File: src/oflow_pkg.sv
// shared widths, box and weight structs, history entry and PE result types
`default_nettype none

package oflow_pkg;

	// ------------------------------
	// widths
	// ------------------------------
	localparam int COORD_LEN            = 8;   // every box field
	localparam int WEIGHT_LEN           = 4;   // every weight
	localparam int SCORE_LEN            = 16;  // six weighted abs diffs fit here
	localparam int ID_LEN               = 8;   // id 0 = none
	localparam int MAX_BBOXES_PER_FRAME = 32;  // depth of one history bank
	localparam int BBOX_CNT_LEN         = 6;   // frame / set box counts
	localparam int FRAME_NUM_LEN        = 8;
	localparam int ADDR_LEN             = $clog2(MAX_BBOXES_PER_FRAME); // bank address

	// ------------------------------
	// types
	// ------------------------------
	typedef logic [ID_LEN-1:0] id_t;

	// one box as delivered by the dma, 48 bits
	typedef struct packed {
		logic [COORD_LEN-1:0] x;
		logic [COORD_LEN-1:0] y;
		logic [COORD_LEN-1:0] w;
		logic [COORD_LEN-1:0] h;
		logic [COORD_LEN-1:0] color1;
		logic [COORD_LEN-1:0] color2;
	} bbox_t;

	// register file weights, pos weights both x and y
	typedef struct packed {
		logic [WEIGHT_LEN-1:0] pos;
		logic [WEIGHT_LEN-1:0] w;
		logic [WEIGHT_LEN-1:0] h;
		logic [WEIGHT_LEN-1:0] color1;
		logic [WEIGHT_LEN-1:0] color2;
	} weights_t;

	// one line of the history buffer
	typedef struct packed {
		bbox_t bbox;
		id_t   id;
	} hist_entry_t;

	// best match held by a PE
	typedef struct packed {
		logic                 found; // at least one entry scored
		logic [SCORE_LEN-1:0] score; // lowest so far
		id_t                  id;    // id of that entry
	} pe_result_t;

endpackage

`default_nettype wire

File: src/oflow_mem_buffer.sv
// ping-pong history memory, registered read from one bank, write to the other
`timescale 1ns/1ns
`default_nettype none

module oflow_mem_buffer import oflow_pkg::*; #(
	parameter  int PE_NUM   = 4,
	localparam int SLOT_LEN = (PE_NUM > 1) ? $clog2(PE_NUM) : 1
) (
	input  logic                clk,
	input  logic                bank_i,     // write bank, reads use ~bank_i
	input  logic [ADDR_LEN-1:0] rd_addr_i,
	input  logic                wr_en_i,
	input  logic [ADDR_LEN-1:0] wr_addr_i,
	input  logic [SLOT_LEN-1:0] wr_slot_i,  // which PE slot to store
	input  bbox_t [PE_NUM-1:0]  bboxes_i,
	input  id_t [PE_NUM-1:0]    ids_i,
	output hist_entry_t         rd_entry_o
);

	// ------------------------------
	// storage, bank bit on top of the address
	// ------------------------------
	hist_entry_t mem [0:2*MAX_BBOXES_PER_FRAME-1];
	hist_entry_t wr_entry;

	// slot select for the write port
	assign wr_entry.bbox = bboxes_i[wr_slot_i];
	assign wr_entry.id   = ids_i[wr_slot_i];

	always_ff @(posedge clk) begin
		if (wr_en_i) mem[{bank_i, wr_addr_i}] <= wr_entry;
	end

	// data one cycle after address
	always_ff @(posedge clk) begin
		rd_entry_o <= mem[{~bank_i, rd_addr_i}];
	end

endmodule

`default_nettype wire

File: config.mk
export PLATFORM = sky130hd
export DESIGN_NAME = oflow_mem_buffer
export DESIGN_NICKNAME = d
export VERILOG_FILES = /design/src/oflow_pkg.sv /design/src/oflow_mem_buffer.sv
export SDC_FILE = /design/constraint.sdc
export NUM_CORES = 2
export LEC_CHECK = 0
export ABC_AREA = 0
export ABC_CLOCK_PERIOD_IN_PS = 13490
export BUFFER_PORTS_ARGS = -buffer_cell sky130_fd_sc_hd__buf_2
export CAP_MARGIN = 5
export CORE_MARGIN = 3
export CORE_UTILIZATION = 28
export CTS_BUF_LIST = sky130_fd_sc_hd__clkbuf_16
export DETAILED_ROUTE_END_ITERATION = 10
export GPL_TIMING_DRIVEN = 0
export SYNTH_ARGS = -nofsm -noshare
export SYNTH_HDL_FRONTEND = slang
export SYNTH_SLANG_ARGS = --single-unit
File: constraint.sdc
create_clock -name clk -period 13.49 [get_ports clk]
set_clock_uncertainty 0.05 [all_clocks]
set_input_delay 0.6745 -clock clk [delete_from_list [all_inputs] [get_ports clk]]
set_output_delay 0.6745 -clock clk [all_outputs]
set_load 0.01 [all_outputs]
== Word-level counts from Yosys, hierarchy flattened ==
Memories as Yosys holds them, arrays and structs flattened. A register that Yosys moved wholly into a read port is not among the register bits.
Cells that the tools add are included.
Word-level totals
  register bits: 0
  bits in writable memories: 3584
  input port bits: 239
  output and inout bits: 56
  word-level logic and storage cells: 9
  memories: 1
Operators by class
  $lt $le $gt $ge: 1
  mux-type cells: 6
  bitwise logic cells: 1
Memories
  mem: depth 64, bits a word 56, read ports 1, clocked after memory_dff 1, wr ports 1, RTL line oflow_mem_buffer.sv:23  | hist_entry_t mem [0:2*MAX_BBOXES_PER_FRAME-1];
Operator list (count)
  $bmux W48 S2: 1
  $mux W48: 1
  $bmux W8 S2: 1
  $mux W8: 1
  $lt A2 B3 Y1 const B: 1
  $mux W1: 2
  $not A1 Y1: 1

== Depth between registers and ports, before layout ==
  word-level depth: 2
  gate-level depth with buffers: 10
  gate-level depth less buffers: 5

== Worst setup path after synthesis ==
OpenSTA, ideal clock, no wires.
  kind: input to register
  from: in bank_i
  to: mem mem[32][0] (netlist name), enable pin
  arrival time: 5421 ps
  data required time: 12901 ps
  path slack: 7480 ps
  stages: 5
  cells stage by stage: clkbuf_1 clkbuf_1 nor4bb_1 nand2b_1 nor3_1
RTL lines
  start: declaration: RTL line oflow_mem_buffer.sv:10  | input logic bank_i,
  end: declaration: RTL line oflow_mem_buffer.sv:23
Straight into the memory's write port.

==> reports/metrics.cfg <==
[outcome]
status=finished, violations left
violations=max-capacitance violations

[clock_network]
cts_tree=yes
clk_latency_ns=1.01
post_cts_buffers=0
path_clk_slew_ns=0.06
clockBufferDepth=4
ctsHtreeMaxLevel=5
post_cts_resized=0
cts-buffers-inserted=364
postCtsHoldBufs=0
clockRootBuffer=clkbuf_16
clock_sinks=3640

[worst_setup_path]
critical-path-max-stage-delay_ns=1.14
crit_path_frequent_cell=buf_2
crit_path_end_kind=flop
crit_fanout=10
crit_slowest_cell=clkbuf_1
cp.arrival_ns=5.31
start_kind=input pin
crit_type=in -> reg
cpLargestDelayFamily=buffers and inverters
path_buf_inv=5
path_cells=buf_2 > buf_2 > buf_2 > nor2_1 > buf_2 > clkbuf_1 > a22oi_1 > nand4_1 > and3_1
crit_required_ns=14.32

[timing]
fin_crit_sh_pct=33.3
tightest_slew_ns=1.49
relSlewSlack_pct=0.457
timing.fmax_ghz=0.223
setup_viol=0
drv_slew=0
hold_viol_final=0
rsz0062_at_grt=no
min_period_ns=4.49
worst_slack_ns=9.00

[grt]
grt_antenna_before_repair=50
grt_overflow=0
grt_max_degree=65
grt_pass1_wl_mm=654
grt_pass1_vias=73139
grtUsageTotal_pct=19.2

[route]
dr.first_iter.drc_count=13223
drc_errors=0
via_per_inst=5.46
detail-route-antenna-nets=0
dr.pass1.iters=6
drt-total-wl_mm=497
routed-via-count=75430
post_drt_wl_per_cell_um=36.0

[synth]
synth-seq-cells=3640
ys_types=36
syn-cell-area_mm2=0.138
synth_nets=6307
syn_inst=6068
synth-async-reset-ratio_pct=0
yosys_warnings=0
synth_edf_count=3584
avgSynthCellArea_um2=22.8
synth_ff_type=edfxtp_1
yosysSeqAreaShare_pct=78.6

[power_and_ir_drop]
switching_share_pct=22.9
power_leakage_uw=0.0513
power.internal_uw=18600
irDropWorstVdd_mv=0.105
p_seq_share_pct=52.8
p_sw_uw=5530
comb_power_share_pct=6.5
clockPowerShare_pct=40.7
p_per_area_mw_per_mm2=146

[place]
hpwl_mm=342
portBuffers=285
dp_worst_setup_slack_ns=8.07
dpl_cell_area_mm2=0.154
gp_congestion=0.810

[floorplanning]
die_h_um=709
core_region_area_mm2=0.491
die_w_um=709
io_pins=295
initial_core_util_pct=28.2
std_cell_rows=257
die_area_mm2=0.503

[finish]
layout-drive-gt1-share_pct=30.6
stdcell_area_mm2=0.165
final_nets=7230
area_growth_pct=19.6

[run]
cap_violations=3

[worst_hold_path]
hold_path_class=in -> reg

-- power by group through the flow --
| stage | Combinational, µW | Sequential [µW] | Clock [µW] |
|---|---|---|---|
| 6_report | 1580 | 12700 | 9830 |
| 5_1_grt | 1640 | 12800 | 10400 |
| 4_1_cts | 1560 | 12800 | 9920 |
| 3_5_place_dp | 1560 | 13000 | 0 |
| 3_3_place_gp | 1470 | 13000 | 0 |
| 2_1_floorplan | 778 | 13000 | 0 |
-- worst reg2reg max path: stages, from the launching register on --
cell and delay, ns:
edfxtp_1 0.37, mux4_2 0.46, nor2b_1 0.15, a211oi_1 0.63
o22ai_1 0.39, and3_1 0.36
-- kinds of logic (layout without fill, tap and decap cells) --
logic type	after synthesis	in the layout	share of synthesized area (%)
other	0	54	0
AO/OA/AOI/OAI	455	455	2.43
buffers and inverters	365	1578	1.37
AND/OR/NAND/NOR	557	557	2.07
flip-flops	3640	3640	78.6
multiplexers	1051	1051	15.6
-- layer usage --
| layer | vias up | global-route usage, % | wire, µm |
|---|---|---|---|
| met2 | 6027 | 29.3 | 224000 |
| li1 | 28083 | - | - |
| met1 | 40230 | 25.0 | 180000 |
| met5 | - | 0 | 502 |
| met4 | 24 | 8.01 | 23600 |
| met3 | 1066 | 6.72 | 69800 |
-- final timing paths --
check | start | end | slack (ns) | cells past startpoint
min | bboxes_i[113] | mem[1][25] | 0.36 | 2
max reg2reg | mem[11][23] | rd_entry_o[23] | 10.90 | 5
max | rd_addr_i[2] | rd_entry_o[4] | 9.00 | 9
min reg2reg | mem[8][41] | rd_entry_o[41] | 0.86 | 4
-- per-stage QoR --
| step | instances | util (%) | TNS, ns | power [µW] | hold slack [ns] |
|---|---|---|---|---|---|
| 2_1_floorplan | 6068 | - | 0 | 13800 | 0.677 |
| 6_report | 13810 | 33.7 | 0 | 24200 | 0.355 |
| 4_1_cts | 13745 | 33.6 | 0 | 24200 | 0.365 |
| 3_3_place_gp | 12828 | 30.1 | -240.58 | 14500 | 0.847 |
| 5_1_grt | 13759 | 33.7 | 0 | 24800 | 0.345 |
| 3_5_place_dp | 13089 | 31.3 | 0 | 14500 | 0.857 |
-- cells in the mapped netlist, drive strengths merged (56+ instances only) --
library cell  count  area, µm²
a211oi           56        420
a22oi           130        976
buf             222       1360
clkbuf          143        541
dfxtp            56       1120
edfxtp         3584     108000
mux2i           153       1530
mux4            880      19800
nand2           136        510
nand3            99        495
nand4            95        594
nor2             77        289
nor2b            66        413
o221ai          101        885
o22ai            95        594
-- layout by cell type, fill, tap and decap left out, drive strengths merged, types with 2 or more instances in the layout --
cell / n
nand2: 136
nand3b: 3
nor3: 4
clkbuf: 516
or3: 3
buf: 778
or2: 2
a311oi: 9
o21ai: 36
dfxtp: 56
and3: 46
edfxtp: 3584
mux4: 880
mux2i: 153
a211oi: 56
and4b: 9
a22oi: 130
o22ai: 95
a221oi: 9
and2: 2
a31oi: 9
bufinv: 23
nor2b: 66
a41oi: 9
mux2: 18
nand3: 99
clkinvlp: 8
o221ai: 101
diode: 54
clkinv: 153
inv: 100
nand2b: 13
nor2: 77
nand4: 95
-- flip-flops by register name (all words and copies together), names as in the netlist --
name / cells
mem: 3584
rd_entry_o: 56
-- final cells by class --
type | count | area (µm²)
Antenna cell | 54 | 135
Buffer | 365 | 1940
Clock buffer | 372 | 9310
Clock inverter | 284 | 2030
Fill cell | 45418 | 326000
Multi-Input combinational cell | 2063 | 28300
Sequential cell | 3640 | 109000
Tap cell | 6475 | 8100
Timing Repair Buffer | 557 | 6960
Power figures use the tool's default switching activity.
