==> src/oflow_pkg.sv <==
// shared widths, box and weight structs, history entry and PE result types
`default_nettype none

package oflow_pkg;

	// ------------------------------
	// widths
	// ------------------------------
	localparam int COORD_LEN            = 8;   // every box field
	localparam int WEIGHT_LEN           = 4;   // every weight
	localparam int SCORE_LEN            = 16;  // six weighted abs diffs fit here
	localparam int ID_LEN               = 8;   // id 0 = none
	localparam int MAX_BBOXES_PER_FRAME = 32;  // depth of one history bank
	localparam int BBOX_CNT_LEN         = 6;   // frame / set box counts
	localparam int FRAME_NUM_LEN        = 8;
	localparam int ADDR_LEN             = $clog2(MAX_BBOXES_PER_FRAME); // bank address

	// ------------------------------
	// types
	// ------------------------------
	typedef logic [ID_LEN-1:0] id_t;

	// one box as delivered by the dma, 48 bits
	typedef struct packed {
		logic [COORD_LEN-1:0] x;
		logic [COORD_LEN-1:0] y;
		logic [COORD_LEN-1:0] w;
		logic [COORD_LEN-1:0] h;
		logic [COORD_LEN-1:0] color1;
		logic [COORD_LEN-1:0] color2;
	} bbox_t;

	// register file weights, pos weights both x and y
	typedef struct packed {
		logic [WEIGHT_LEN-1:0] pos;
		logic [WEIGHT_LEN-1:0] w;
		logic [WEIGHT_LEN-1:0] h;
		logic [WEIGHT_LEN-1:0] color1;
		logic [WEIGHT_LEN-1:0] color2;
	} weights_t;

	// one line of the history buffer
	typedef struct packed {
		bbox_t bbox;
		id_t   id;
	} hist_entry_t;

	// best match held by a PE
	typedef struct packed {
		logic                 found; // at least one entry scored
		logic [SCORE_LEN-1:0] score; // lowest so far
		id_t                  id;    // id of that entry
	} pe_result_t;

endpackage

`default_nettype wire

==> src/oflow_id_alloc.sv <==
// id allocator: threshold match, fresh id counter, registered id outputs
`timescale 1ns/1ns
`default_nettype none

module oflow_id_alloc import oflow_pkg::*; #(
	parameter int PE_NUM = 4
) (
	input  logic                    clk,
	input  logic                    reset_i,
	input  logic                    alloc_i,
	input  logic [PE_NUM-1:0]       slot_mask_i,
	input  pe_result_t [PE_NUM-1:0] results_i,
	input  logic [SCORE_LEN-1:0]    score_th_i,
	output id_t [PE_NUM-1:0]        ids_o,
	output logic [PE_NUM-1:0]       ids_valid_o,
	output logic                    valid_id_o
);

	id_t              next_id_q; // next fresh id
	id_t              fresh;
	id_t [PE_NUM-1:0] ids_next;

	// matched slots reuse the stored id, the rest count up in slot order
	always_comb begin
		fresh    = next_id_q;
		ids_next = '0;
		for (int i = 0; i < PE_NUM; i++) begin
			if (slot_mask_i[i]) begin
				if (results_i[i].found && (results_i[i].score <= score_th_i)) begin
					ids_next[i] = results_i[i].id;
				end else begin
					ids_next[i] = fresh;
					fresh = fresh + 1'b1;
					if (fresh == '0) fresh = ID_LEN'(1); // skip id 0 on wrap
				end
			end
		end
	end

	always_ff @(posedge clk) begin
		if (reset_i) begin
			next_id_q   <= ID_LEN'(1);
			ids_valid_o <= '0;
			valid_id_o  <= 1'b0;
		end else begin
			valid_id_o <= alloc_i; // single pulse per set
			if (alloc_i) begin
				next_id_q   <= fresh;
				ids_valid_o <= slot_mask_i;
			end
		end
	end

	always_ff @(posedge clk) begin
		if (alloc_i) ids_o <= ids_next; // held through the write phase
	end

endmodule

`default_nettype wire

==> config.mk <==
export PLATFORM = sky130hd
export DESIGN_NAME = oflow_id_alloc
export DESIGN_NICKNAME = d
export VERILOG_FILES = /design/src/oflow_pkg.sv /design/src/oflow_id_alloc.sv
export SDC_FILE = /design/constraint.sdc
export NUM_CORES = 1
export LEC_CHECK = 0
export ABC_CLOCK_PERIOD_IN_PS = 7800
export BUFFER_PORTS_ARGS = -buffer_cell sky130_fd_sc_hd__buf_2
export CAP_MARGIN = 20
export CORE_MARGIN = 5
export CORE_UTILIZATION = 53
export CTS_BUF_LIST = sky130_fd_sc_hd__clkbuf_16
export CTS_CLUSTER_SIZE = 40
export DETAILED_ROUTE_END_ITERATION = 8
export GPL_TIMING_DRIVEN = 0
export MAX_ROUTING_LAYER = met4
export PLACE_DENSITY = 0.92
export SLEW_MARGIN = 0
export SYNTH_ARGS = -nofsm -noshare
export SYNTH_HDL_FRONTEND = slang
export SYNTH_SLANG_ARGS = --single-unit
==> constraint.sdc <==
create_clock -name clk -period 7.8 [get_ports clk]
set_clock_uncertainty 0.05 [all_clocks]
set_input_delay 1.56 -clock clk [delete_from_list [all_inputs] [get_ports clk]]
set_output_delay 1.56 -clock clk [all_outputs]
set_load 0.05 [all_outputs]
# Word level (Yosys, flattened, before mapping)

Index checks and enable logic that the tools add are counted.

Latch bits: 0
Memories kept: 0
Logic and storage cells: 39
Register bits after elaboration: 45
RAM bits: 0
Output and inout bits: 37
Input port bits: 123
Memory bits (read-only): 0

Divide/modulo/power cells: 0
Eq/ne operators: 0
Reductions and logical operators: 8
$lt $le $gt $ge: 4
Bitwise logic cells: 0
$mul: 0
Multiplexer cells: 16
Add/subtract/negate cells: 4
Shift operators: 0

Operators by type and width:

| operator                                    | number |
|---|---|
| 2-to-1 mux 8 bit                            | 16 |
| less-or-equal comparator 16 bit             | 4 |
| adder 8 x 1 -> 8 bit, second input constant | 4 |
| zero test 8 bit                             | 4 |
| logical AND 1 bit                           | 4 |

# Longest topological paths before layout

Word-level depth: 20
Gate-level depth with buffers: 27

# Worst setup path after synthesis

Ideal clock, no wire load.

Path type: input port to flip-flop
From: in score_th_i[1]
To: reg next_id_q[6]
Arrival time: 6.936 ns
Buffers on the path: 3
Setup slack: 0.686 ns
Library setup time: 0.128 ns
Stages on the path: 26
Cell sequence: inv_1 ha_1 nor2b_1 o211ai_1 a2111o_1 and4_4 buf_6 or4_4 and3_1 clkbuf_1 or3_1 a211o_1 o21ai_1 ha_1 nor3b_1 nand4_1 or4_1 a41oi_1 buf_2 ha_1 nand2_1 nor3_1 nand3_1 nor3b_1 a21oi_1 nor2_1

Longest elaborated chain between the ends: 19
Elaborated cells on any way between the ends: 25
Those cells by class: add/sub: 3; order compare: 4; mux: 11; reduce/logical: 7

Ends and longest elaborated chain:

| what                            | RTL line             | text |
|---|---|---|
| start: declaration              | oflow_id_alloc.sv:13 | `input logic [SCORE_LEN-1:0] score_th_i,` |
| less-or-equal comparator 16 bit | oflow_id_alloc.sv:29 | `if (results_i[i].found && (results_i[i].score <= score_th_i)) begin` |
| logical AND 1 bit               | oflow_id_alloc.sv:29 |  |
| 2-to-1 mux 8 bit                | oflow_id_alloc.sv:29 |  |
| 2-to-1 mux 8 bit                | oflow_id_alloc.sv:28 | `if (slot_mask_i[i]) begin` |
| adder 8 x 1 -> 8 bit            | oflow_id_alloc.sv:33 | `fresh = fresh + 1'b1;` |
| zero test 8 bit                 | oflow_id_alloc.sv:34 | `if (fresh == '0) fresh = ID_LEN'(1);` |
| 2-to-1 mux 8 bit                | oflow_id_alloc.sv:34 |  |
| 2-to-1 mux 8 bit                | oflow_id_alloc.sv:29 |  |
| (+3 left out)                   | --                   |  |
| 2-to-1 mux 8 bit                | oflow_id_alloc.sv:34 |  |
| 2-to-1 mux 8 bit                | oflow_id_alloc.sv:29 |  |
| 2-to-1 mux 8 bit                | oflow_id_alloc.sv:28 |  |
| adder 8 x 1 -> 8 bit            | oflow_id_alloc.sv:33 |  |
| zero test 8 bit                 | oflow_id_alloc.sv:34 |  |
| 2-to-1 mux 8 bit                | oflow_id_alloc.sv:34 |  |
| 2-to-1 mux 8 bit                | oflow_id_alloc.sv:29 |  |
| 2-to-1 mux 8 bit (*)            | oflow_id_alloc.sv:28 |  |
| end signal: assignment          | oflow_id_alloc.sv:48 | `next_id_q <= fresh;` |
| end: declaration                | oflow_id_alloc.sv:19 | `id_t next_id_q;` |

Every way passes the cells marked *; elsewhere a longest branch is shown, timed or not.
A chain may end at the register's enable or synchronous reset.

# Worst setup path after layout

From: in score_th_i[1]
To: reg next_id_q[1]

The elaborated chain is that of the path after synthesis.

==> results.toml <==
[placed_design]
dp_cells = 827
place_area_sq_mm = 0.00584
portBuffers = 158
place_congestion = 0.926
dpl.hpwl_microns = 12500

[sta]
finalMaxSlewViolations = 0
rsz0062_at_grt = "false"
fin_crit_ps = 7460
slew-limit-headroom_pct = 48.9
max_freq_ghz = 0.134
tightest_slew_ps = 766
hold_viol_final = 0
fin_crit_sh_pct = 95.7
setup_violations = 0

[routing]
drtAntennaViolNets = 0
wirelength_microns = 15200
drtIter0Drc = 344
drcViolationCount = 0
drt_first_pass_iters = 5
vias = 5087
avgViaCountPerCell = 6.08
wl_per_cell_microns = 18.1

[floorplan]
die_x_microns = 106
io_pins = 160
start_util_pct = 53.6
die_h_microns = 106
dieArea_sq_mm = 0.0113
rows = 35
core-area_sq_mm = 0.00915

[grt]
grt_max_degree = 34
use_met2_pct = 45.5
met1_usage_pct = 34.6
grt_first_pass_wirelength_microns = 24000
busiest_layer = "met2"
track_usage_pct = 26.9
met3_usage_pct = 3.46
antenna_found_initial = 0
overflow = 0
grt_pass1_vias = 5012

[run]
maxCapViolCount = 0

[cts]
insertion_delay_ps = 280
clk_pin_slew_ps = 60
cts.root.buffer_cell = "clkbuf_16"
clock-sinks = 45
ctsHoldBuffers = 0
numCtsBuffers = 5
cts.htree.levels = 2
cts_buffer_depth = 2
cts_tree = "done"

[layout]
layout.cells.non_filler = 836
fin_area_sq_mm = 0.00602
layout_commonest_cell = "buf_2"
syn_to_final_growth_pct = 22.7
utilization_pct = 65.8
nets = 916
mostFrequentLayoutCells = "buf_2 (159), ha_1 (69), nand2_1 (43)"
antennaDiodeCount = 0
final_layout_size_suffix_gt1_share_pct = 26.9

[logic_synthesis]
synth-seq-area-share_pct = 24.9
synth_edf_count = 32
synth_cells = 558
synth_cell_types = 69
yosysWarnings = 0
ys_ff_latch = 45
synth_area_sq_mm = 0.00491
synthArstFlopShare_pct = 0
avgSynthCellArea_sq_um = 8.79
synth_fp_nets = 750
synthFlopType = "edfxtp_1"

[hold_path]
hold_path_class = "reg2reg"
hold_path_depth = 2

[outcome]
outcome = "finished, final reports clean"

[critical_path]
arrival_ps = 7570
critPathTopFamily = "simple AND/OR/NAND/NOR gates"
start_kind = "primary input"
cpMostUsedCell = "ha_1"
reg2reg_depth = 23
path_max_fanout = 8
critPathCaptureType = "flop"
slowest_stage = "or4_4"
crit_type = "in2reg"
critPathBufInv = 5
max_stage_delay_ps = 540
cp.depth = 24
cp.required_ps = 7910
crit_chain = "buf_2 -> inv_1 -> ha_1 -> nor2b_1 -> o211ai_1 -> a2111o_1 -> and4_4 -> buf_6 -> or4_4 -> and3_1 -> clkbuf_1 -> or3_1 -> a211o_1 -> o21ai_2 -> ha_1 -> nor3b_4 -> buf_4 -> or4b_4 -> or3_4 -> a221oi_2 -> xnor2_1 -> a41oi_2 -> o311ai_1 -> a211oi_1"

[pwr]
cellPowerDensity_mw_per_mm2 = 145
p_leak_nw = 2.94
ir_worst_vdd_mv = 0.0951
final timing paths:
kind / from / to / slack [ps]
hold reg to reg: ids_valid_o[0] / ids_valid_o[0] / 450
setup reg to reg: next_id_q[1] / next_id_q[1] / 1110
setup / recovery: score_th_i[1] / next_id_q[1] / 340
hold / removal: ids_valid_o[0] / ids_valid_o[0] / 450
area by class of cell:
class	count	area, sq um
buffer	20	87.6
clock buffer	5	125
clock inverter	3	12.5
fill	795	3130
inverter	32	120
multi-input combinational	461	3520
sequential	45	1220
tap	111	139
timing repair buffer	159	798
where the power goes:
group / total (mW) / switching, mW / leakage (nW) / internal (mW)
Clock: 0.201 / 0.0856 / 0.0762 / 0.116
Sequential: 0.287 / 0.00864 / 0.433 / 0.278
Combinational: 0.382 / 0.241 / 2.44 / 0.141
Total: 0.870 / 0.335 / 2.94 / 0.535
cell usage after synthesis (all sizes together), types with 5 or more instances:
library cell	instances	area, sq um
a41oi	5	51.3
and3	7	43.8
a211oi	7	52.6
a31oi	5	31.3
a21oi	32	168
and2	5	32.5
o21ai	20	100
mux2i	34	340
nand4	22	144
or3	5	36.3
buf	5	28.8
o211a	10	100
edfxtp	32	961
nand2	43	161
ha	69	863
nor2b	22	138
xor2	5	43.8
nand3	25	125
nor3	5	25.0
nor2	42	158
nor4	8	56.3
xnor2	19	185
a21o	15	113
dfxtp	13	260
clkbuf	15	56.3
inv	31	116
repair_timing:
| item | CTS | global route |
|---|---|---|
| gates resized for setup | 2 | 6 |
| endpoints found under the setup margin | 2 | 3 |
| buffers inserted | 0 | 1 |
cell families (layout without fill, tap and decap cells):
| kind of cell | Yosys count | count (layout) | share of synthesized area (%) |
|---|---|---|---|
| flops | 45 | 45 | 24.9 |
| xor+xnor | 24 | 24 | 4.67 |
| fa+ha+maj | 69 | 69 | 17.6 |
| simple gates | 199 | 199 | 21.2 |
| compound gates | 133 | 133 | 20.0 |
| mux | 36 | 36 | 7.40 |
| buf+inv | 52 | 219 | 4.18 |
metal layers:
| layer | wire length, microns | up-vias | part of all wire, % |
|---|---|---|---|
| li1 | - | 2461 | - |
| met1 | 6730 | 2386 | 44 |
| met2 | 7240 | 212 | 48 |
| met3 | 927 | 28 | 6.1 |
| met4 | 265 | 0 | 1.7 |
| met5 | 0 | - | 0 |
worst min-delay path: cells and delay by family (launching register included):
kind | cells | cell delay, ps
muxes | 1 | 70
DFF | 1 | 330
and+or+nand+nor | 1 | 70
stage by stage:
| step | setup WS, ps | TNS, ps | total power, mW | hold WS [ps] |
|---|---|---|---|---|
| floorplan | 686 | 0 | 0.550 | 487 |
| global placement | -245 | -427 | 0.647 | 419 |
| detailed placement | -401 | -971 | 0.660 | 438 |
| CTS | 24.3 | 0 | 0.860 | 459 |
| global route | 40.4 | 0 | 0.918 | 489 |
| finish | 337 | 0 | 0.870 | 449 |
flip-flops by register name, summed over array words and instances (netlist names):
name	cells
ids_valid_o	4
next_id_q	8
ids_o	32
valid_id_o	1
Power figures use the tool's default switching activity.
