===== src/oflow_pkg.sv =====
// shared widths, box and weight structs, history entry and PE result types
`default_nettype none

package oflow_pkg;

	// ------------------------------
	// widths
	// ------------------------------
	localparam int COORD_LEN            = 8;   // every box field
	localparam int WEIGHT_LEN           = 4;   // every weight
	localparam int SCORE_LEN            = 16;  // six weighted abs diffs fit here
	localparam int ID_LEN               = 8;   // id 0 = none
	localparam int MAX_BBOXES_PER_FRAME = 32;  // depth of one history bank
	localparam int BBOX_CNT_LEN         = 6;   // frame / set box counts
	localparam int FRAME_NUM_LEN        = 8;
	localparam int ADDR_LEN             = $clog2(MAX_BBOXES_PER_FRAME); // bank address

	// ------------------------------
	// types
	// ------------------------------
	typedef logic [ID_LEN-1:0] id_t;

	// one box as delivered by the dma, 48 bits
	typedef struct packed {
		logic [COORD_LEN-1:0] x;
		logic [COORD_LEN-1:0] y;
		logic [COORD_LEN-1:0] w;
		logic [COORD_LEN-1:0] h;
		logic [COORD_LEN-1:0] color1;
		logic [COORD_LEN-1:0] color2;
	} bbox_t;

	// register file weights, pos weights both x and y
	typedef struct packed {
		logic [WEIGHT_LEN-1:0] pos;
		logic [WEIGHT_LEN-1:0] w;
		logic [WEIGHT_LEN-1:0] h;
		logic [WEIGHT_LEN-1:0] color1;
		logic [WEIGHT_LEN-1:0] color2;
	} weights_t;

	// one line of the history buffer
	typedef struct packed {
		bbox_t bbox;
		id_t   id;
	} hist_entry_t;

	// best match held by a PE
	typedef struct packed {
		logic                 found; // at least one entry scored
		logic [SCORE_LEN-1:0] score; // lowest so far
		id_t                  id;    // id of that entry
	} pe_result_t;

endpackage

`default_nettype wire


===== src/oflow_core_fsm.sv =====
// frame and set control FSM, box counters, history read/write pointers, bank select
`timescale 1ns/1ns
`default_nettype none

module oflow_core_fsm import oflow_pkg::*; #(
	parameter  int PE_NUM   = 4,
	localparam int SLOT_LEN = (PE_NUM > 1) ? $clog2(PE_NUM) : 1
) (
	input  logic                     clk,
	input  logic                     reset_i,
	input  logic                     start_i,
	input  logic                     new_frame_i,
	input  logic [BBOX_CNT_LEN-1:0]  num_of_bbox_in_frame_i,
	input  logic                     new_set_from_dma_i,
	output logic                     ready_new_frame_o,
	output logic                     ready_new_set_o,
	output logic                     done_frame_o,
	output logic [FRAME_NUM_LEN-1:0] frame_num_o,
	output logic                     load_o,      // PEs latch the dma set
	output logic [PE_NUM-1:0]        slot_mask_o,
	output logic                     clear_o,
	output logic                     cmp_en_o,    // read strobe, one cycle late
	output logic [ADDR_LEN-1:0]      rd_addr_o,
	output logic                     alloc_o,
	output logic                     wr_en_o,
	output logic [ADDR_LEN-1:0]      wr_addr_o,
	output logic [SLOT_LEN-1:0]      wr_slot_o,
	output logic                     bank_o
);

	typedef enum logic [2:0] {
		ST_IDLE,
		ST_WAIT_FRAME,
		ST_WAIT_SET,
		ST_COMPARE,    // stream previous frame to the PEs
		ST_ALLOC,
		ST_WRITE,      // one slot per cycle into the write bank
		ST_END_SET
	} state_t;

	state_t                   state_q;
	logic [BBOX_CNT_LEN-1:0]  remain_q;     // boxes of this frame not yet loaded
	logic [BBOX_CNT_LEN-1:0]  set_cnt_q;    // boxes in current set
	logic [BBOX_CNT_LEN-1:0]  prev_count_q; // boxes in the read bank
	logic [BBOX_CNT_LEN-1:0]  rd_ptr_q;
	logic [BBOX_CNT_LEN-1:0]  wr_ptr_q;     // also counts boxes written this frame
	logic [SLOT_LEN-1:0]      wr_slot_q;
	logic                     bank_q;
	logic                     cmp_en_q;
	logic [FRAME_NUM_LEN-1:0] frame_num_q;
	logic [BBOX_CNT_LEN-1:0]  set_cnt_next;
	logic                     set_accept;
	logic                     rd_en;
	logic                     last_write;

	// ------------------------------
	// decode
	// ------------------------------
	assign set_accept   = (state_q == ST_WAIT_SET) && new_set_from_dma_i;
	assign set_cnt_next = (remain_q > BBOX_CNT_LEN'(PE_NUM)) ? BBOX_CNT_LEN'(PE_NUM) : remain_q;
	assign rd_en        = (state_q == ST_COMPARE) && (rd_ptr_q != prev_count_q);
	assign last_write   = BBOX_CNT_LEN'(wr_slot_q) == (set_cnt_q - 1'b1);

	always_comb begin
		for (int i = 0; i < PE_NUM; i++) begin
			slot_mask_o[i] = i < int'(set_cnt_q); // lowest set_cnt slots
		end
	end

	assign ready_new_frame_o = (state_q == ST_WAIT_FRAME);
	assign ready_new_set_o   = (state_q == ST_WAIT_SET);
	assign done_frame_o      = (state_q == ST_END_SET) && (remain_q == '0);
	assign frame_num_o       = frame_num_q;
	assign load_o            = set_accept;
	assign clear_o           = set_accept; // fresh search for every set
	assign cmp_en_o          = cmp_en_q;
	assign rd_addr_o         = rd_ptr_q[ADDR_LEN-1:0];
	assign alloc_o           = (state_q == ST_ALLOC);
	assign wr_en_o           = (state_q == ST_WRITE);
	assign wr_addr_o         = wr_ptr_q[ADDR_LEN-1:0];
	assign wr_slot_o         = wr_slot_q;
	assign bank_o            = bank_q;

	// ------------------------------
	// state and counters
	// ------------------------------
	always_ff @(posedge clk) begin
		if (reset_i) begin
			state_q      <= ST_IDLE;
			remain_q     <= '0;
			set_cnt_q    <= '0;
			prev_count_q <= '0;    // nothing to compare in first frame
			rd_ptr_q     <= '0;
			wr_ptr_q     <= '0;
			wr_slot_q    <= '0;
			bank_q       <= 1'b0;
			frame_num_q  <= '0;
		end else begin
			case (state_q)
				ST_IDLE: if (start_i) state_q <= ST_WAIT_FRAME;
				ST_WAIT_FRAME: if (new_frame_i) begin
					remain_q <= num_of_bbox_in_frame_i;
					wr_ptr_q <= '0;
					// empty frame closes at once
					state_q  <= (num_of_bbox_in_frame_i == '0) ? ST_END_SET : ST_WAIT_SET;
				end
				ST_WAIT_SET: if (new_set_from_dma_i) begin
					set_cnt_q <= set_cnt_next;
					remain_q  <= remain_q - set_cnt_next;
					rd_ptr_q  <= '0;
					state_q   <= ST_COMPARE;
				end
				ST_COMPARE: begin
					if (rd_en) rd_ptr_q <= rd_ptr_q + 1'b1;
					else state_q <= ST_ALLOC; // last entry lands in PEs this cycle
				end
				ST_ALLOC: begin
					wr_slot_q <= '0;
					state_q   <= ST_WRITE;
				end
				ST_WRITE: begin
					wr_ptr_q  <= wr_ptr_q + 1'b1;
					wr_slot_q <= wr_slot_q + 1'b1;
					if (last_write) state_q <= ST_END_SET;
				end
				ST_END_SET: begin
					if (remain_q == '0) begin
						bank_q       <= ~bank_q;     // this frame becomes previous
						frame_num_q  <= frame_num_q + 1'b1;
						prev_count_q <= wr_ptr_q;
						state_q      <= ST_WAIT_FRAME;
					end else begin
						state_q <= ST_WAIT_SET;
					end
				end
				default: state_q <= ST_IDLE;
			endcase
		end
	end

	// memory read latency is one cycle
	always_ff @(posedge clk) begin
		if (reset_i) cmp_en_q <= 1'b0;
		else cmp_en_q <= rd_en;
	end

endmodule

`default_nettype wire


===== config.mk =====
export PLATFORM = sky130hd
export DESIGN_NAME = oflow_core_fsm
export DESIGN_NICKNAME = d
export VERILOG_FILES = /design/src/oflow_pkg.sv /design/src/oflow_core_fsm.sv
export SDC_FILE = /design/constraint.sdc
export NUM_CORES = 1
export LEC_CHECK = 0
export BUFFER_PORTS_ARGS = -buffer_cell sky130_fd_sc_hd__buf_2
export CAP_MARGIN = 20
export CORE_MARGIN = 2
export CORE_UTILIZATION = 40
export DETAILED_ROUTE_END_ITERATION = 10
export MAX_ROUTING_LAYER = met4
export PLACE_DENSITY = 0.67
export SYNTH_ARGS = -nofsm -noshare
export SYNTH_HDL_FRONTEND = slang
export SYNTH_SLANG_ARGS = --single-unit

===== constraint.sdc =====
create_clock -name clk -period 2.1 [get_ports clk]
set_clock_uncertainty 0.1 [all_clocks]
set_input_delay 0.525 -clock clk [delete_from_list [all_inputs] [get_ports clk]]
set_output_delay 0.525 -clock clk [all_outputs]
set_load 0.03 [all_outputs]

* Word level (Yosys, flattened, before mapping)
Cells that the tools add are included.
Word-level totals: output and inout bits 33, logic and storage cells 70, input port bits 11, register bits after elaboration 45
Operators by class: magnitude comparators 5, eq/ne operators 14, add/subtract/negate cells 6, bitwise gates (word level) 1, muxes and demuxes 18, reduce and logical (&&, ||, !) cells 16
Operator list (number):
- two-way mux 6 bit | 6
- one-hot mux 6 bit (2 select lines) | 3
- one-hot mux 3 bit (7 select lines) | 1
- two-way mux 3 bit | 6
- adder 6 x 1 -> 6 bit, second input constant | 2
- zero test 6 bit | 2
- < comparator 1 x 6 -> 1 bit, first input constant | 2
- < comparator 2 x 6 -> 1 bit, first input constant | 2
- inequality test 2 bit, second input constant | 5
- equality test 3 bit, second input constant | 3
- adder 8 x 1 -> 8 bit, second input constant | 1
- nonzero test 2 bit | 4
- equality test 2 x 6 -> 1 bit | 1
- equality test 3 x 2 -> 1 bit, second input constant | 2
- greater-than comparator 6 x 3 -> 1 bit, second input constant | 1
- inequality test 6 bit | 1
- AND reduction 2 bit | 3
- AND reduction 3 bit | 2
- subtractor 6 x 1 -> 6 bit, second input constant | 1
- subtractor 6 bit | 1
- AND reduction 5 bit | 1
- one-hot mux 2 bit (2 select lines) | 1
- equality test 3 x 1 -> 1 bit, second input constant | 1
- logical AND 1 bit | 3
- 5 further kinds | 5

* Longest topological paths before layout
word-level depth 5, gate-level depth with buffers 9, gate-level depth less buffers 8

* Worst setup path after synthesis
OpenSTA, ideal clock, no wires.
kind register to register, start register remain_q[2], end register remain_q[4], data arrival time 2.026 ns, library setup time 0.128 ns, setup slack -0.154 ns, period minus slack after synthesis 2.254 ns, data required time 1.872 ns, cell stages (with the launch flop) 10, buffers on the path 1, cell sequence dfxtp_1 buf_6 nor4_4 nand2b_1 ha_1 or4_1 nand2_1 a221o_1 a222oi_1 nor2_1
Between the ends: word-level cells in the longest chain between the ends 5
Ends and longest elaborated chain:
- start: declaration | RTL line oflow_core_fsm.sv:42 | logic [BBOX_CNT_LEN-1:0] remain_q;
- start signal: assignment | RTL line oflow_core_fsm.sv:102 | remain_q <= num_of_bbox_in_frame_i;
- start signal: assignment | RTL line oflow_core_fsm.sv:109 | remain_q <= remain_q - set_cnt_next;
- greater-than comparator 6 x 3 -> 1 bit | RTL line oflow_core_fsm.sv:60 | assign set_cnt_next = (remain_q > BBOX_CNT_LEN'(PE_NUM)) ? BBOX_CNT_LEN'(PE_NUM) : remain_q;
- two-way mux 6 bit | RTL line oflow_core_fsm.sv:60
- subtractor 6 bit * | RTL line oflow_core_fsm.sv:109
- two-way mux 6 bit * | RTL line oflow_core_fsm.sv:107 | ST_WAIT_SET: if (new_set_from_dma_i) begin
- one-hot mux 6 bit (2 select lines) * | RTL line oflow_core_fsm.sv:99 | case (state_q)
Mark *: on every way between the ends. The rest lies on a longest branch, timed or not. The select of a mux whose other input is x is not followed. A chain may end at the register's enable or synchronous reset.

* Final worst setup path
start register remain_q[5], end register remain_q[4]
Between the ends: word-level cells in the longest chain between the ends 5
Ends and longest elaborated chain (RTL line):
- greater-than comparator 6 x 3 -> 1 bit | oflow_core_fsm.sv:60
- two-way mux 6 bit | oflow_core_fsm.sv:60
- subtractor 6 bit | oflow_core_fsm.sv:109
- two-way mux 6 bit | oflow_core_fsm.sv:107
- one-hot mux 6 bit (2 select lines) | oflow_core_fsm.sv:99
Every way passes these cells. The select of a mux whose other input is x is not followed.

==> qor.yml <==
min_path:
  hp-start: "prev_count_q[4]$_SDFFE_PP0P_"
  hold_path_end: "prev_count_q[4]$_SDFFE_PP0P_"
  hold_class: "flop to flop"
  hold_depth: 2
global_route:
  grt_use_total: 0.181
  antenna_found_initial: 0
  grt_max_degree: 22
  grt_pass1_wl_mm: 9.32
  gr-total-overflow: 0
  grt_pass1_vias: 1999
power_and_ir_drop:
  p_switching_uw: 698
  seq_power_share: 0.446
  p_leak_nw: 1.25
  intPower_mw: 1.39
  switching_share: 0.335
  power_frac_comb: 0.284
  peakVddDrop_uv: 326
  total_power_mw: 2.09
  p_per_area_nw_per_um2: 696
  clkPwrFrac: 0.270
die:
  core_um2: 5960
  start_util: 0.415
  ios: 44
  die_area_um2: 6820
  die_y_um: 82.6
  die_x_um: 82.6
  fp-row-count: 28
logic_synthesis:
  synth-main-ff-cell: "dfxtp_1"
  synth_cell_types: 59
  ys_seq_area_frac: 0.365
  postSynth.asyncResetShare: 0
  synth_area_per_cell_um2: 8.24
  yosys_warnings: 0
  netlist_area_um2: 2470
  synth_edf_count: 0
  ys_seq_elements: 45
  synth_cells: 300
  syn_nets: 318
job:
  drv_cap: 0
clock_network:
  clock_sinks: 45
  cts_buffer_depth: 2
  htreeDepth: 2
  insertion_delay_ns: 0.30
  cts_tree: "built"
  cts_root_buf: "clkbuf_8"
  path_clk_slew_ns: 0.10
  cts_buffers: 5
critical_path:
  worst_setup_path_start_kind: "flop"
  rr_startpoint: "remain_q[5]$_SDFFE_PP0P_"
  rrSetupSlack_ns: 0.05
  cp_cell_sequence: "nor4_4 -> nand2b_4 -> ha_4 -> or4_4 -> nand2_2 -> a221o_1 -> a222oi_1 -> nor2_1"
  worstPathArrival_ns: 2.13
  worst-r2r-cell-count: 8
  crit_type: "flop to flop"
  required_ns: 2.18
  critPathSlowestCell: "dfxtp_2"
  max_stage_delay_ns: 0.34
  path_max_fanout: 6
  endpoint_kind: "flop"
  r2r-end: "remain_q[4]$_SDFFE_PP0P_"
timing:
  post-route-period-util: 0.975
  rsz0062_at_grt: "true"
  max_freq_ghz: 0.488
  hold_viol: 0
  hold_slack_ns: 0.379
  period_needed_ns: 2.05
  setup_viol_count_final: 0
  report.final.slew_viol_count: 0
route:
  wl_per_cell_um: 13.1
  drt-initial-drc-count: 92
  firstDrtPassIters: 4
  drc: 0
  routed_wl_mm: 5.58
  ant_nets: 0
  vias: 2218
  avgViaCountPerCell: 5.23
outcome:
  outcome: "finished clean"
final_layout:
  multi_input_area_um2: 1440
  final_area_um2: 3000
  register_area_um2: 906
  antennaDiodeCount: 0
  fin_nets: 366
  area_growth_pct: 21.3
  drive_gt1_frac: 0.289
  nFillCells: 614
placed_design:
  portBuffers: 43
  dpl-instance-area_um2: 2770
  routabilityCongestion: 0.861
  post-dp-hpwl_mm: 4.10
## area by class of cell
cell class	instances	share of cell area
Tap cell	75	0.0313
Clock buffer	5	0.0230
Sequential cell	45	0.302
Clock inverter	3	0.00835
Timing Repair Buffer	67	0.139
Multi-Input combinational cell	218	0.480
Inverter	11	0.0163
## worst max path at each step
stage	start	end	cells past startpoint
4_1_cts	state_q[0]$_SDFFE_PP0P_	wr_en_o	5
3_3_place_gp	remain_q[5]$_SDFFE_PP0P_	remain_q[4]$_SDFFE_PP0P_	8
5_1_grt	remain_q[5]$_SDFFE_PP0P_	remain_q[4]$_SDFFE_PP0P_	8
2_1_floorplan	set_cnt_q[0]$_SDFFE_PP0P_	slot_mask_o[1]	3
3_5_place_dp	remain_q[5]$_SDFFE_PP0P_	remain_q[4]$_SDFFE_PP0P_	8
6_report	remain_q[5]$_SDFFE_PP0P_	remain_q[4]$_SDFFE_PP0P_	8
## worst max-delay path, delay by kind of cell (launching register included)
kind | cells | cell delay [ns]
AND/OR/NAND/NOR | 5 | 0.72
AO/OA/AOI/OAI | 2 | 0.62
flip-flops | 1 | 0.34
adder cells (fa/ha/maj) | 1 | 0.15
## layout by cell type (no fill, tap or decap), types with 2 or more instances in the layout
cell,instances
clkbuf_8,5
or3_1,3
o21a_1,4
o211ai_1,2
and2_1,4
a21oi_1,24
nor4_4,2
mux2i_1,2
nand2_1,33
nand2b_1,3
nor4b_1,2
nor2b_1,4
inv_1,8
nand3b_1,2
nor4_1,4
buf_2,39
buf_6,3
nor3_1,8
nor2_1,26
a311oi_1,2
nor3b_1,3
o41ai_1,5
a21o_1,2
dfxtp_2,4
o22ai_1,2
nand2_2,2
nand3_1,11
xor2_1,11
inv_6,3
ha_1,6
a211oi_1,3
dfxtp_1,41
xnor2_1,6
o21ai_0,12
buf_4,24
## registers in the layout, summed over array words and instances, names as in the netlist, 2 cells and up
register / flops
wr_ptr_q: 6
wr_slot_o: 2
frame_num_o: 8
rd_ptr_q: 6
set_cnt_q: 6
remain_q: 6
state_q: 3
prev_count_q: 6
## routing by layer
metal	global-route usage	share of wire
met1	0.232	0.49
met5	-	0
met4	0.0541	0.0099
met3	0.0293	0.032
met2	0.294	0.47
## power by group through the flow
stage	registers, mW	clock network [mW]	logic (mW)
3_5_place_dp	0.940	0	0.506
6_report	0.930	0.564	0.593
2_1_floorplan	0.927	0	0.362
5_1_grt	0.936	0.610	0.644
3_3_place_gp	0.939	0	0.500
4_1_cts	0.923	0.575	0.554
## per-stage QoR
| stage | utilization | worst slack [ns] | std cells | setup TNS (ns) |
|---|---|---|---|---|
| finish | 0.503 | 0.0528 | 424 | 0 |
| floorplan | - | 0.0937 | 300 | 0 |
| global route | 0.503 | -0.0924 | 424 | -0.0968 |
| detailed placement | 0.465 | 0.0682 | 410 | 0 |
| CTS | 0.489 | 0.00300 | 420 | 0 |
| global placement | 0.465 | 0.121 | 410 | 0 |
## Yosys cell counts, types with 3 or more instances
master / number / area, um^2
a211oi_1: 3 / 22.5
a21oi_1: 24 / 120
and2_1: 4 / 25.0
buf_2: 4 / 20.0
buf_4: 12 / 90.1
clkbuf_1: 8 / 30.0
dfxtp_1: 45 / 901
ha_1: 7 / 87.6
inv_1: 9 / 33.8
nand2_1: 34 / 128
nand2b_1: 4 / 25.0
nand3_1: 11 / 55.1
nor2_1: 27 / 101
nor2b_1: 5 / 31.3
nor3_1: 8 / 40.0
nor3b_1: 4 / 30.0
nor4_1: 5 / 31.3
o21a_1: 4 / 30.0
o21ai_0: 12 / 60.1
o41ai_1: 5 / 43.8
or3_1: 3 / 18.8
xnor2_1: 6 / 52.6
xor2_1: 11 / 96.3
## cells by family after synthesis
group	Yosys count	synth area share
buf+inv	37	0.0805
xor+xnor	17	0.0603
other cells	1	0.00152
mux	2	0.00810
fa+ha+maj	7	0.0354
simple gates	125	0.273
compound gates	66	0.176
flops	45	0.365
## timing repair
action,4_1_cts,5_1_grt
buffers inserted,2,4
hold endpoints to repair,0,0
pin swaps,1,3
endpoints found under the setup margin,5,8
resized for setup,10,16
cloned,0,0
hold buffers,0,0
(Power assumes the default switching activity.)
