**src/oflow_pkg.sv**
```systemverilog
// shared widths, box and weight structs, history entry and PE result types
`default_nettype none

package oflow_pkg;

	// ------------------------------
	// widths
	// ------------------------------
	localparam int COORD_LEN            = 8;   // every box field
	localparam int WEIGHT_LEN           = 4;   // every weight
	localparam int SCORE_LEN            = 16;  // six weighted abs diffs fit here
	localparam int ID_LEN               = 8;   // id 0 = none
	localparam int MAX_BBOXES_PER_FRAME = 32;  // depth of one history bank
	localparam int BBOX_CNT_LEN         = 6;   // frame / set box counts
	localparam int FRAME_NUM_LEN        = 8;
	localparam int ADDR_LEN             = $clog2(MAX_BBOXES_PER_FRAME); // bank address

	// ------------------------------
	// types
	// ------------------------------
	typedef logic [ID_LEN-1:0] id_t;

	// one box as delivered by the dma, 48 bits
	typedef struct packed {
		logic [COORD_LEN-1:0] x;
		logic [COORD_LEN-1:0] y;
		logic [COORD_LEN-1:0] w;
		logic [COORD_LEN-1:0] h;
		logic [COORD_LEN-1:0] color1;
		logic [COORD_LEN-1:0] color2;
	} bbox_t;

	// register file weights, pos weights both x and y
	typedef struct packed {
		logic [WEIGHT_LEN-1:0] pos;
		logic [WEIGHT_LEN-1:0] w;
		logic [WEIGHT_LEN-1:0] h;
		logic [WEIGHT_LEN-1:0] color1;
		logic [WEIGHT_LEN-1:0] color2;
	} weights_t;

	// one line of the history buffer
	typedef struct packed {
		bbox_t bbox;
		id_t   id;
	} hist_entry_t;

	// best match held by a PE
	typedef struct packed {
		logic                 found; // at least one entry scored
		logic [SCORE_LEN-1:0] score; // lowest so far
		id_t                  id;    // id of that entry
	} pe_result_t;

endpackage

`default_nettype wire

```
**src/oflow_pe.sv**
```systemverilog
// processing element: holds one box, scores history entries, keeps best match
`timescale 1ns/1ns
`default_nettype none

module oflow_pe import oflow_pkg::*; (
	input  logic        clk,
	input  logic        reset_i,
	input  logic        load_i,
	input  bbox_t       bbox_i,
	input  logic        clear_i,
	input  logic        cmp_en_i,   // entry_i valid
	input  hist_entry_t entry_i,
	input  weights_t    weights_i,
	output bbox_t       cur_bbox_o,
	output pe_result_t  result_o
);

	bbox_t                cur_bbox_q;
	logic                 found_q;
	logic [SCORE_LEN-1:0] score_q;
	id_t                  id_q;
	logic [COORD_LEN-1:0] d_x;
	logic [COORD_LEN-1:0] d_y;
	logic [COORD_LEN-1:0] d_w;
	logic [COORD_LEN-1:0] d_h;
	logic [COORD_LEN-1:0] d_c1;
	logic [COORD_LEN-1:0] d_c2;
	logic [SCORE_LEN-1:0] score;
	logic                 better;

	function automatic logic [COORD_LEN-1:0] abs_diff(
		input logic [COORD_LEN-1:0] a,
		input logic [COORD_LEN-1:0] b
	);
		return (a > b) ? (a - b) : (b - a);
	endfunction

	// ------------------------------
	// score
	// ------------------------------
	assign d_x  = abs_diff(cur_bbox_q.x, entry_i.bbox.x);
	assign d_y  = abs_diff(cur_bbox_q.y, entry_i.bbox.y);
	assign d_w  = abs_diff(cur_bbox_q.w, entry_i.bbox.w);
	assign d_h  = abs_diff(cur_bbox_q.h, entry_i.bbox.h);
	assign d_c1 = abs_diff(cur_bbox_q.color1, entry_i.bbox.color1);
	assign d_c2 = abs_diff(cur_bbox_q.color2, entry_i.bbox.color2);

	// max 6 * 255 * 15, no overflow in 16 bits
	assign score = SCORE_LEN'(weights_i.pos) * SCORE_LEN'(d_x)
		+ SCORE_LEN'(weights_i.pos) * SCORE_LEN'(d_y)
		+ SCORE_LEN'(weights_i.w) * SCORE_LEN'(d_w)
		+ SCORE_LEN'(weights_i.h) * SCORE_LEN'(d_h)
		+ SCORE_LEN'(weights_i.color1) * SCORE_LEN'(d_c1)
		+ SCORE_LEN'(weights_i.color2) * SCORE_LEN'(d_c2);

	// strict compare, so on a tie the lower address stays
	assign better = !found_q || (score < score_q);

	// ------------------------------
	// registers
	// ------------------------------
	always_ff @(posedge clk) begin
		if (load_i) cur_bbox_q <= bbox_i;
	end

	always_ff @(posedge clk) begin
		if (reset_i || clear_i) found_q <= 1'b0;
		else if (cmp_en_i && better) found_q <= 1'b1;
	end

	always_ff @(posedge clk) begin
		if (cmp_en_i && better) begin
			score_q <= score;
			id_q    <= entry_i.id;
		end
	end

	assign cur_bbox_o     = cur_bbox_q;
	assign result_o.found = found_q;
	assign result_o.score = score_q;
	assign result_o.id    = id_q;

endmodule

`default_nettype wire

```
**config.mk**
```make
export PLATFORM = sky130hd
export DESIGN_NAME = oflow_pe
export DESIGN_NICKNAME = d
export VERILOG_FILES = /design/src/oflow_pkg.sv /design/src/oflow_pe.sv
export SDC_FILE = /design/constraint.sdc
export NUM_CORES = 1
export LEC_CHECK = 0
export BUFFER_PORTS_ARGS = -buffer_cell sky130_fd_sc_hd__buf_2
export CAP_MARGIN = 15
export CORE_MARGIN = 3
export CORE_UTILIZATION = 48
export DETAILED_ROUTE_END_ITERATION = 8
export GPL_ROUTABILITY_DRIVEN = 0
export GPL_TIMING_DRIVEN = 0
export PLACE_DENSITY = 0.69
export SLEW_MARGIN = 5
export SYNTH_ARGS = -nofsm -noshare
export SYNTH_HDL_FRONTEND = slang
export SYNTH_SLANG_ARGS = --single-unit
```
**constraint.sdc**
```tcl
create_clock -name clk -period 27.8 [get_ports clk]
set_input_delay 1.39 -clock clk [delete_from_list [all_inputs] [get_ports clk]]
set_output_delay 1.39 -clock clk [all_outputs]
set_load 0.05 [all_outputs]
```
# After elaboration in Yosys (flattened, before gate mapping)
# Index checks and enable logic that the tools add are counted.
# totals
regBits	73
in_bits	129
out_inout_bits	73
elab_cells	49
# classes
n_addsub	17
mul	6
order_cmp	7
muxes	6
n_reduce_logical	4
# op_table
op	n
8-bit subtractor	12
4-bit by 8-bit multiplier with 12-bit output	6
8-bit greater-than comparator	6
8-bit 2-to-1 mux	6
15-bit by 12-bit adder with 16-bit output	1
16-bit by 12-bit adder with 16-bit output	1
16-bit < comparator	1
14-bit by 12-bit adder with 15-bit output	1
13-bit by 12-bit adder with 14-bit output	1
12-bit by 12-bit adder with 13-bit output	1
1-bit logical OR	2
1-bit logical AND	1
1-bit zero test	1

# Longest topological paths before layout
# Gate-level depths: netlist (run 1).
# logic_depth
depth_word	11
depth_mapped	38
ltp_nobuf	38

# Worst setup path after synthesis (run 1)
# Ideal clock, no wire load.
# synth_path
path_kind	input -> register
from	in entry_i[32] (netlist name)
to	reg id_q[0], enable pin
setup_time_ps	440
arrival_time_ps	11273
required_ps	27360
slack_ps	16087
stages	34
n_path_buf	0
path_cell_list	ha_1 -> inv_1 -> fa_1 -> a21o_1 -> a21oi_1 -> o21ba_2 -> nor3_1 -> nor3_1 -> o21ai_0 -> fa_1 -> fa_1 -> inv_1 -> fa_1 -> fa_1 -> inv_1 -> fa_1 -> fa_1 -> inv_1 -> fa_1 -> ha_1 -> fa_1 -> a21o_1 -> a21o_1 -> nand2_1 -> nand2_1 -> a21oi_1 -> xnor2_1 -> ha_1 -> a21o_1 -> a21o_1 -> a21oi_1 -> nor2_1 -> or4_1 -> o32ai_1
# synth_between
elab_chain_len	10
word_cells_on_any_way	12
classes_between	6 x add/sub; 1 x mul; 2 x order compare; 1 x mux; 2 x reduce/logical
# synth_lines
element	line	source
start, declared	oflow_pe.sv:12	input hist_entry_t entry_i,
8-bit subtractor or 8-bit greater-than comparator (tied branches)	oflow_pe.sv:35	return (a > b) ? (a - b) : (b - a);
8-bit 2-to-1 mux (*)	oflow_pe.sv:35	
4-bit by 8-bit multiplier with 12-bit output (*)	oflow_pe.sv:51	+ SCORE_LEN'(weights_i.w) * SCORE_LEN'(d_w)
13-bit by 12-bit adder with 14-bit output (*)	oflow_pe.sv:51	
14-bit by 12-bit adder with 15-bit output (*)	oflow_pe.sv:52	+ SCORE_LEN'(weights_i.h) * SCORE_LEN'(d_h)
15-bit by 12-bit adder with 16-bit output (*)	oflow_pe.sv:53	+ SCORE_LEN'(weights_i.color1) * SCORE_LEN'(d_c1)
16-bit by 12-bit adder with 16-bit output (*)	oflow_pe.sv:54	+ SCORE_LEN'(weights_i.color2) * SCORE_LEN'(d_c2);
via score[9]	oflow_pe.sv:28	logic [SCORE_LEN-1:0] score;
16-bit < comparator (*)	oflow_pe.sv:57	assign better = !found_q || (score < score_q);
1-bit logical OR (*)	oflow_pe.sv:57	
1-bit logical AND (*)	oflow_pe.sv:72	if (cmp_en_i && better) begin
end signal, assigned	oflow_pe.sv:74	id_q <= entry_i.id;
end, declared	oflow_pe.sv:21	id_t id_q;
# Mark *: on every way through the listed nets, which the timed path passes. The rest lies on a longest branch.
# A chain may end at the register's enable or synchronous reset.

# Final worst setup path (run 1)
# layout_path
from	in entry_i[32] (netlist name)
to	reg id_q[7], enable pin
# Same word-level chain as after synthesis.

==> flow_summary.yaml, run 1 <==
drt:
  drt_iter0_markers: 617
  drt-total-wl_um: 34500
  drt_pass1_iterations: 5
  vias: 11600
  vias_per_cell: 5.28
  drc: 0
  postRouteAntennaNets: 0
  wire_per_inst_um: 15.7
hold_path:
  worstHoldPathCells: 2
  min_to: "found_q"
  hp-class: "flip-flop to flip-flop"
  hold_path.startpoint: "found_q"
yosys:
  synth.avg_cell_area_um2: 8.83
  ys_ff_latch: 72
  post-synth-top-count-cell: "inv_1"
  syn-cell-area_um2: 14000
  synth_cell_types: 66
  ys_async_sr_fraction_pct: 0
  synth_top_area_share_pct: 25.6
  syn-instance-count: 1592
  synth_flop_cell: "edfxtp_1"
  synthTopCellsByArea: "fa_1 26%, edfxtp_1 15%, ha_1 14%, inv_1 9.2%, a21oi_1 4.1%"
  yosysSeqAreaShare_pct: 15.3
  synth_edf_count: 71
  yosys-top-cells-count: "346 x inv_1, 180 x fa_1, 156 x ha_1"
  synth_warnings: 0
  yosysTopAreaCell: "fa_1"
  syn_nets: 2057
placed_design:
  dp_slack_ps: 16540
  placed_area_um2: 15600
  dpl.hpwl_um: 29600
  post-place-cells: 2176
  io_buffers: 198
clock_tree:
  ctsHoldBuffers: 0
  cts_buffers: 9
  cts_setup_buffers: 0
  postCtsResizedCells: 0
  cts_root_buf: "clkbuf_16"
  clkLatencyLatePin_ps: 380
  htreeDepth: 3
  cts_tree: "built"
  clock-sinks: 72
  clkTransAtPathRegs_ps: 70
  cts_buffer_depth: 2
critical_path:
  slowest_delay_ps: 570
  cp_slowest_cell: "fa_1"
  reg2reg_from: "cur_bbox_o[24]"
  cp-start-kind: "input port"
  crit_top_cell: "fa_1"
  rr_worst_depth: 34
  endpoint_kind: "flip-flop"
  required_ps: 27870
  reg2reg_slack_ps: 17480
  path_class: "input port to flip-flop"
  r2r-end: "id_q[7]"
  cp_max_fo: 16
  arrival_ps: 11000
sta:
  final.setup.tns_ps: 0
  fin_skew_ps: 23.5
  hold_viol_final: 0
  slew_headroom_pct: 57.0
  slew_viol_final: 0
  setup_viol: 0
  max_freq_mhz: 91.5
  rsz0062_at_grt: "false"
  fin_crit_sh_pct: 39.3
  worstMarginPinSlew_ps: 645
  fin_crit_ps: 10920
  fin_ws_ps: 16880
global_routing:
  grt_pass1_wl_um: 56900
  grt_overflow: 0
  grt_max_degree: 26
  grt_pass1_vias: 11800
  grtUsageTotal_pct: 22.6
  antenna_found_initial: 1
floorplanning:
  start_util_pct: 48.8
  core-area_um2: 28800
  die_w_um: 177
  pin_count: 202
  placementRows: 62
  chipHeight_um: 177
  die_area_um2: 31400
outcome:
  status: "finished clean"
final_layout:
  fillCellCount: 2701
  nNetsFinal: 2268
  drive_gt1_share_pct: 16.0
  fin_area_um2: 15900
  synthToLayoutAreaGrowth_pct: 13.0
  stdcell_count: 2193
job:
  cap_violations: 0
worst max path at each step:
stage	from	to	slack [ps]	cells past startpoint
after floorplan	entry_i[32]	id_q[0]	16090	34
after CTS	entry_i[32]	id_q[7]	16890	36
after global routing	entry_i[32]	id_q[7]	16360	34
final	entry_i[32]	id_q[7]	16880	34
after detailed placement	entry_i[32]	id_q[3]	16540	36
after global placement	entry_i[32]	id_q[4]	14640	33
metrics by stage:
stage,hold slack [ps],util (%)
floorplan,480,-
global placement,506,53.9
detailed placement,542,54.1
CTS,551,55.2
global route,576,55.2
finish,547,55.2
final cells by class:
cell class / instances / area [µm²] / area share (%)
Antenna cell: 1 / 2.50 / 0.0158
Tap cell: 384 / 480 / 3.03
Clock buffer: 9 / 225 / 1.42
Multi-Input combinational cell: 1122 / 10400 / 65.2
Sequential cell: 72 / 2150 / 13.6
Buffer: 52 / 256 / 1.62
Inverter: 346 / 1300 / 8.18
Clock inverter: 7 / 78.8 / 0.496
Timing Repair Buffer: 200 / 1030 / 6.46
kinds of logic (layout without fill, tap and decap cells):
logic type                 count (synthesis)  in the layout  share of synthesized area [%]
xor gates and xnor gates                  29             29                           1.81
other                                      1              2                         0.0267
AOI/OAI and AO/OA                        306            306                           14.1
buffers and inverters                    398            614                           11.1
muxes                                     27             27                           2.01
DFF                                       72             72                           15.3
and+or+nand+nor                          423            423                           16.1
adders and majority gates                336            336                           39.5
worst max-delay path, delay by kind of cell:
kind                       cells  cell delay, ps
xor gates and xnor gates       1             170
adders and majority gates     12            5190
and+or+nand+nor                4            1030
AOI/OAI and AO/OA             11            2640
buffers and inverters          6             560
layer usage:
layer | up-vias | track usage (%) | wire length (µm)
met5 | - | 0 | 0
met4 | 0 | 6.58 | 863
met3 | 50 | 3.90 | 1750
met2 | 313 | 39.6 | 17400
met1 | 5590 | 28.5 | 14500
li1 | 5634 | - | -
flip-flops by register name, indices dropped and copies added (netlist names):
signal      flops
cur_bbox_o     48
found_q         1
id_q            8
score_q        15
placed cells by master (no fill, tap or decap), types with 16 or more instances in the layout:
master | synthesis | layout
and2_1 | 38 | 38
fa_1 | 180 | 180
nand2b_1 | 38 | 38
ha_1 | 156 | 156
nand3_1 | 23 | 23
nand4_1 | 19 | 19
nor3_1 | 35 | 35
nand2_1 | 126 | 126
o21ai_0 | 41 | 41
edfxtp_1 | 71 | 71
a21oi_1 | 116 | 116
mux2i_1 | 17 | 17
inv_1 | 346 | 346
buf_2 | 22 | 220
nor2b_1 | 33 | 33
clkbuf_1 | 21 | 21
a21o_1 | 49 | 49
nor2_1 | 25 | 25
or3_1 | 29 | 29
xnor2_1 | 16 | 16
Power of run 1 is not shown: default switching activity piles up to over one toggle a cycle in this logic, so the estimate is an artifact.
==> run 2: changes to the inputs <==
Settings changed: PLACE_DENSITY 0.69 to 0.71.
Clock period 27.8 ns to 9.1 ns, I/O delays scaled along.
==> run 2 against run 1 <==
Effect of this change:
- the flow now finishes with violations (setup timing)
- cell count is 1.8% higher
- first-iteration DRC count increased by 9.6%
- sequential cell count did not move
- setup slack got worse by 17000 ps
- clock-buffer cell count increased by 1
- register-to-register slack worse by 18000 ps
- hold slack lost 310 ps
- die area unchanged
- critical path depth grew 2
- via count grew 1.8%
- sequential share of layout area decreased by 0.63 points
- non-clock buffer count grew 39
==> flow_summary.yaml, run 2 (synthesized netlist as in run 1, its figures left out) <==
outcome:
  status: "finished with violations"
  failed_checks: "setup timing"
global_routing:
  use_met3_pct: 4.40
  gr-usage-met2_pct: 40.5
  grtUsageTotal_pct: 22.8
  grt_pass1_wl_um: 57400
  grt_overflow: 0
  grt_busiest_layer: "met2"
  grt_max_degree: 26
  antenna_found_initial: 2
  grtUsageMet1_pct: 28.2
  grt_pass1_vias: 11900
final_layout:
  largest_register_ffs: 48
  final_core_util_pct: 57.9
  synthToLayoutAreaGrowth_pct: 18.6
  final_cell_mix: "342 x inv_1, 219 x buf_2, 172 x fa_1"
  drive_gt1_share_pct: 22.3
  layout_commonest_cell: "inv_1"
  nNetsFinal: 2308
  fillCellCount: 2575
  fin_area_um2: 16700
sta:
  fin_ws_ps: -324
  slew_viol_final: 0
  rsz0062_at_grt: "true"
  max_freq_mhz: 106
  hold_viol_final: 0
  final.setup.tns_ps: -6730
  worstMarginPinSlew_ps: 673
  fin_crit_sh_pct: 104
  fin_crit_ps: 9420
  fin_skew_ps: 13.5
  setup_viol: 23
  slew_headroom_pct: 55.2
placed_design:
  dpl.hpwl_um: 29800
  dp_slack_ps: -1210
  io_buffers: 198
  placed_area_um2: 15700
floorplanning:
  start_util_pct: 48.8
  placementRows: 62
  core-area_um2: 28800
  chipHeight_um: 177
  die_area_um2: 31400
  pin_count: 202
  die_w_um: 177
critical_path:
  reg2reg_slack_ps: -320
  endpoint_kind: "flip-flop"
  r2r-end: "score_q[1]"
  required_ps: 9190
  reg2reg_from: "cur_bbox_o[32]"
  cp-start-kind: "flip-flop"
  path_class: "flip-flop to flip-flop"
  rr_worst_depth: 36
  arrival_ps: 9510
  cp_max_fo: 10
  crit_top_cell: "fa_1"
  cp_slowest_cell: "fa_1"
  slowest_delay_ps: 560
clock_tree:
  htreeDepth: 3
  cts_tree: "built"
  cts_buffer_depth: 2
  clkTransAtPathRegs_ps: 70
  clkLatencyLatePin_ps: 370
  cts_buffers: 9
  clock-sinks: 72
  ctsHoldBuffers: 0
  cts_root_buf: "clkbuf_16"
job:
  cap_violations: 0
drt:
  drt_iter0_markers: 676
  drc: 0
  drt-total-wl_um: 35600
  drt_pass1_iterations: 5
  vias_per_cell: 5.28
  wire_per_inst_um: 15.9
  vias: 11800
  postRouteAntennaNets: 0
hold_path:
  min_to: "found_q"
  hp-class: "input port to flip-flop"
  hold_path.startpoint: "reset_i"
  worstHoldPathCells: 2
==> run 2: changes by cell type in the layout (fill, tap and decap cells not counted), moves of 6 or more <==
cell,previous run,this run
a21oi_1,116,101
xnor2_1,16,9
fa_2,0,8
fa_1,180,172
mux2i_2,0,6
mux2i_1,17,10
buf_4,5,41
xnor2_2,0,7
a21oi_2,0,13
==> run 2: repair_timing <==
action	4_1_cts	5_1_grt
endpoints found under the setup margin	23	23
hold endpoints to repair	0	0
gates cloned	1	0
gates resized for setup	53	31
pin swaps	52	15
buffers inserted	32	9
==> run 2: stage by stage <==
stage	instances	hold WS, ps
finish	2233	233
global route	2233	229
CTS	2223	215
detailed placement	2175	539
global placement	2174	528
floorplan	1592	509
==> run 2: worst max-delay path: cells and delay by family (launching register included) <==
kind,cells,cell delay (ps)
buffers and inverters,6,430
XOR/XNOR,1,140
flip-flops,1,400
AO/OA/AOI/OAI,11,2020
AND/OR/NAND/NOR,6,1320
adder cells (fa/ha/maj),12,4810
==> run 2: routing by layer <==
layer	part of all wire [%]	routed length [µm]	vias to the layer above
met4	2.5	884	2
met5	0.020	7	-
li1	-	-	5712
met1	41	14700	5708
met2	51	18000	319
met3	5.4	1940	53
==> run 2: worst max path at each step <==
stage,end,start,cells after the start,slack (ps)
detailed placement,score_q[1],entry_i[32],33,-1210
global route,score_q[1],cur_bbox_o[16],37,-630
CTS,score_q[12],cur_bbox_o[32],36,-260
floorplan,id_q[0],cur_bbox_o[32],35,-390
finish,score_q[1],cur_bbox_o[32],36,-320
global placement,id_q[1],entry_i[27],34,-1060
==> run 2: final cells by class <==
class | count | area [µm²] | area share, %
plain buffers | 51 | 256 | 1.54
diodes | 1 | 2.50 | 0.0150
clock inverters | 6 | 51.3 | 0.308
flip-flops and latches | 72 | 2150 | 12.9
multi-input cells | 1123 | 10800 | 65.0
well taps | 384 | 480 | 2.88
repair buffers | 240 | 1350 | 8.10
clock buffers | 10 | 239 | 1.43
inverters | 346 | 1300 | 7.80
Power of run 2 is left out for the same reason.
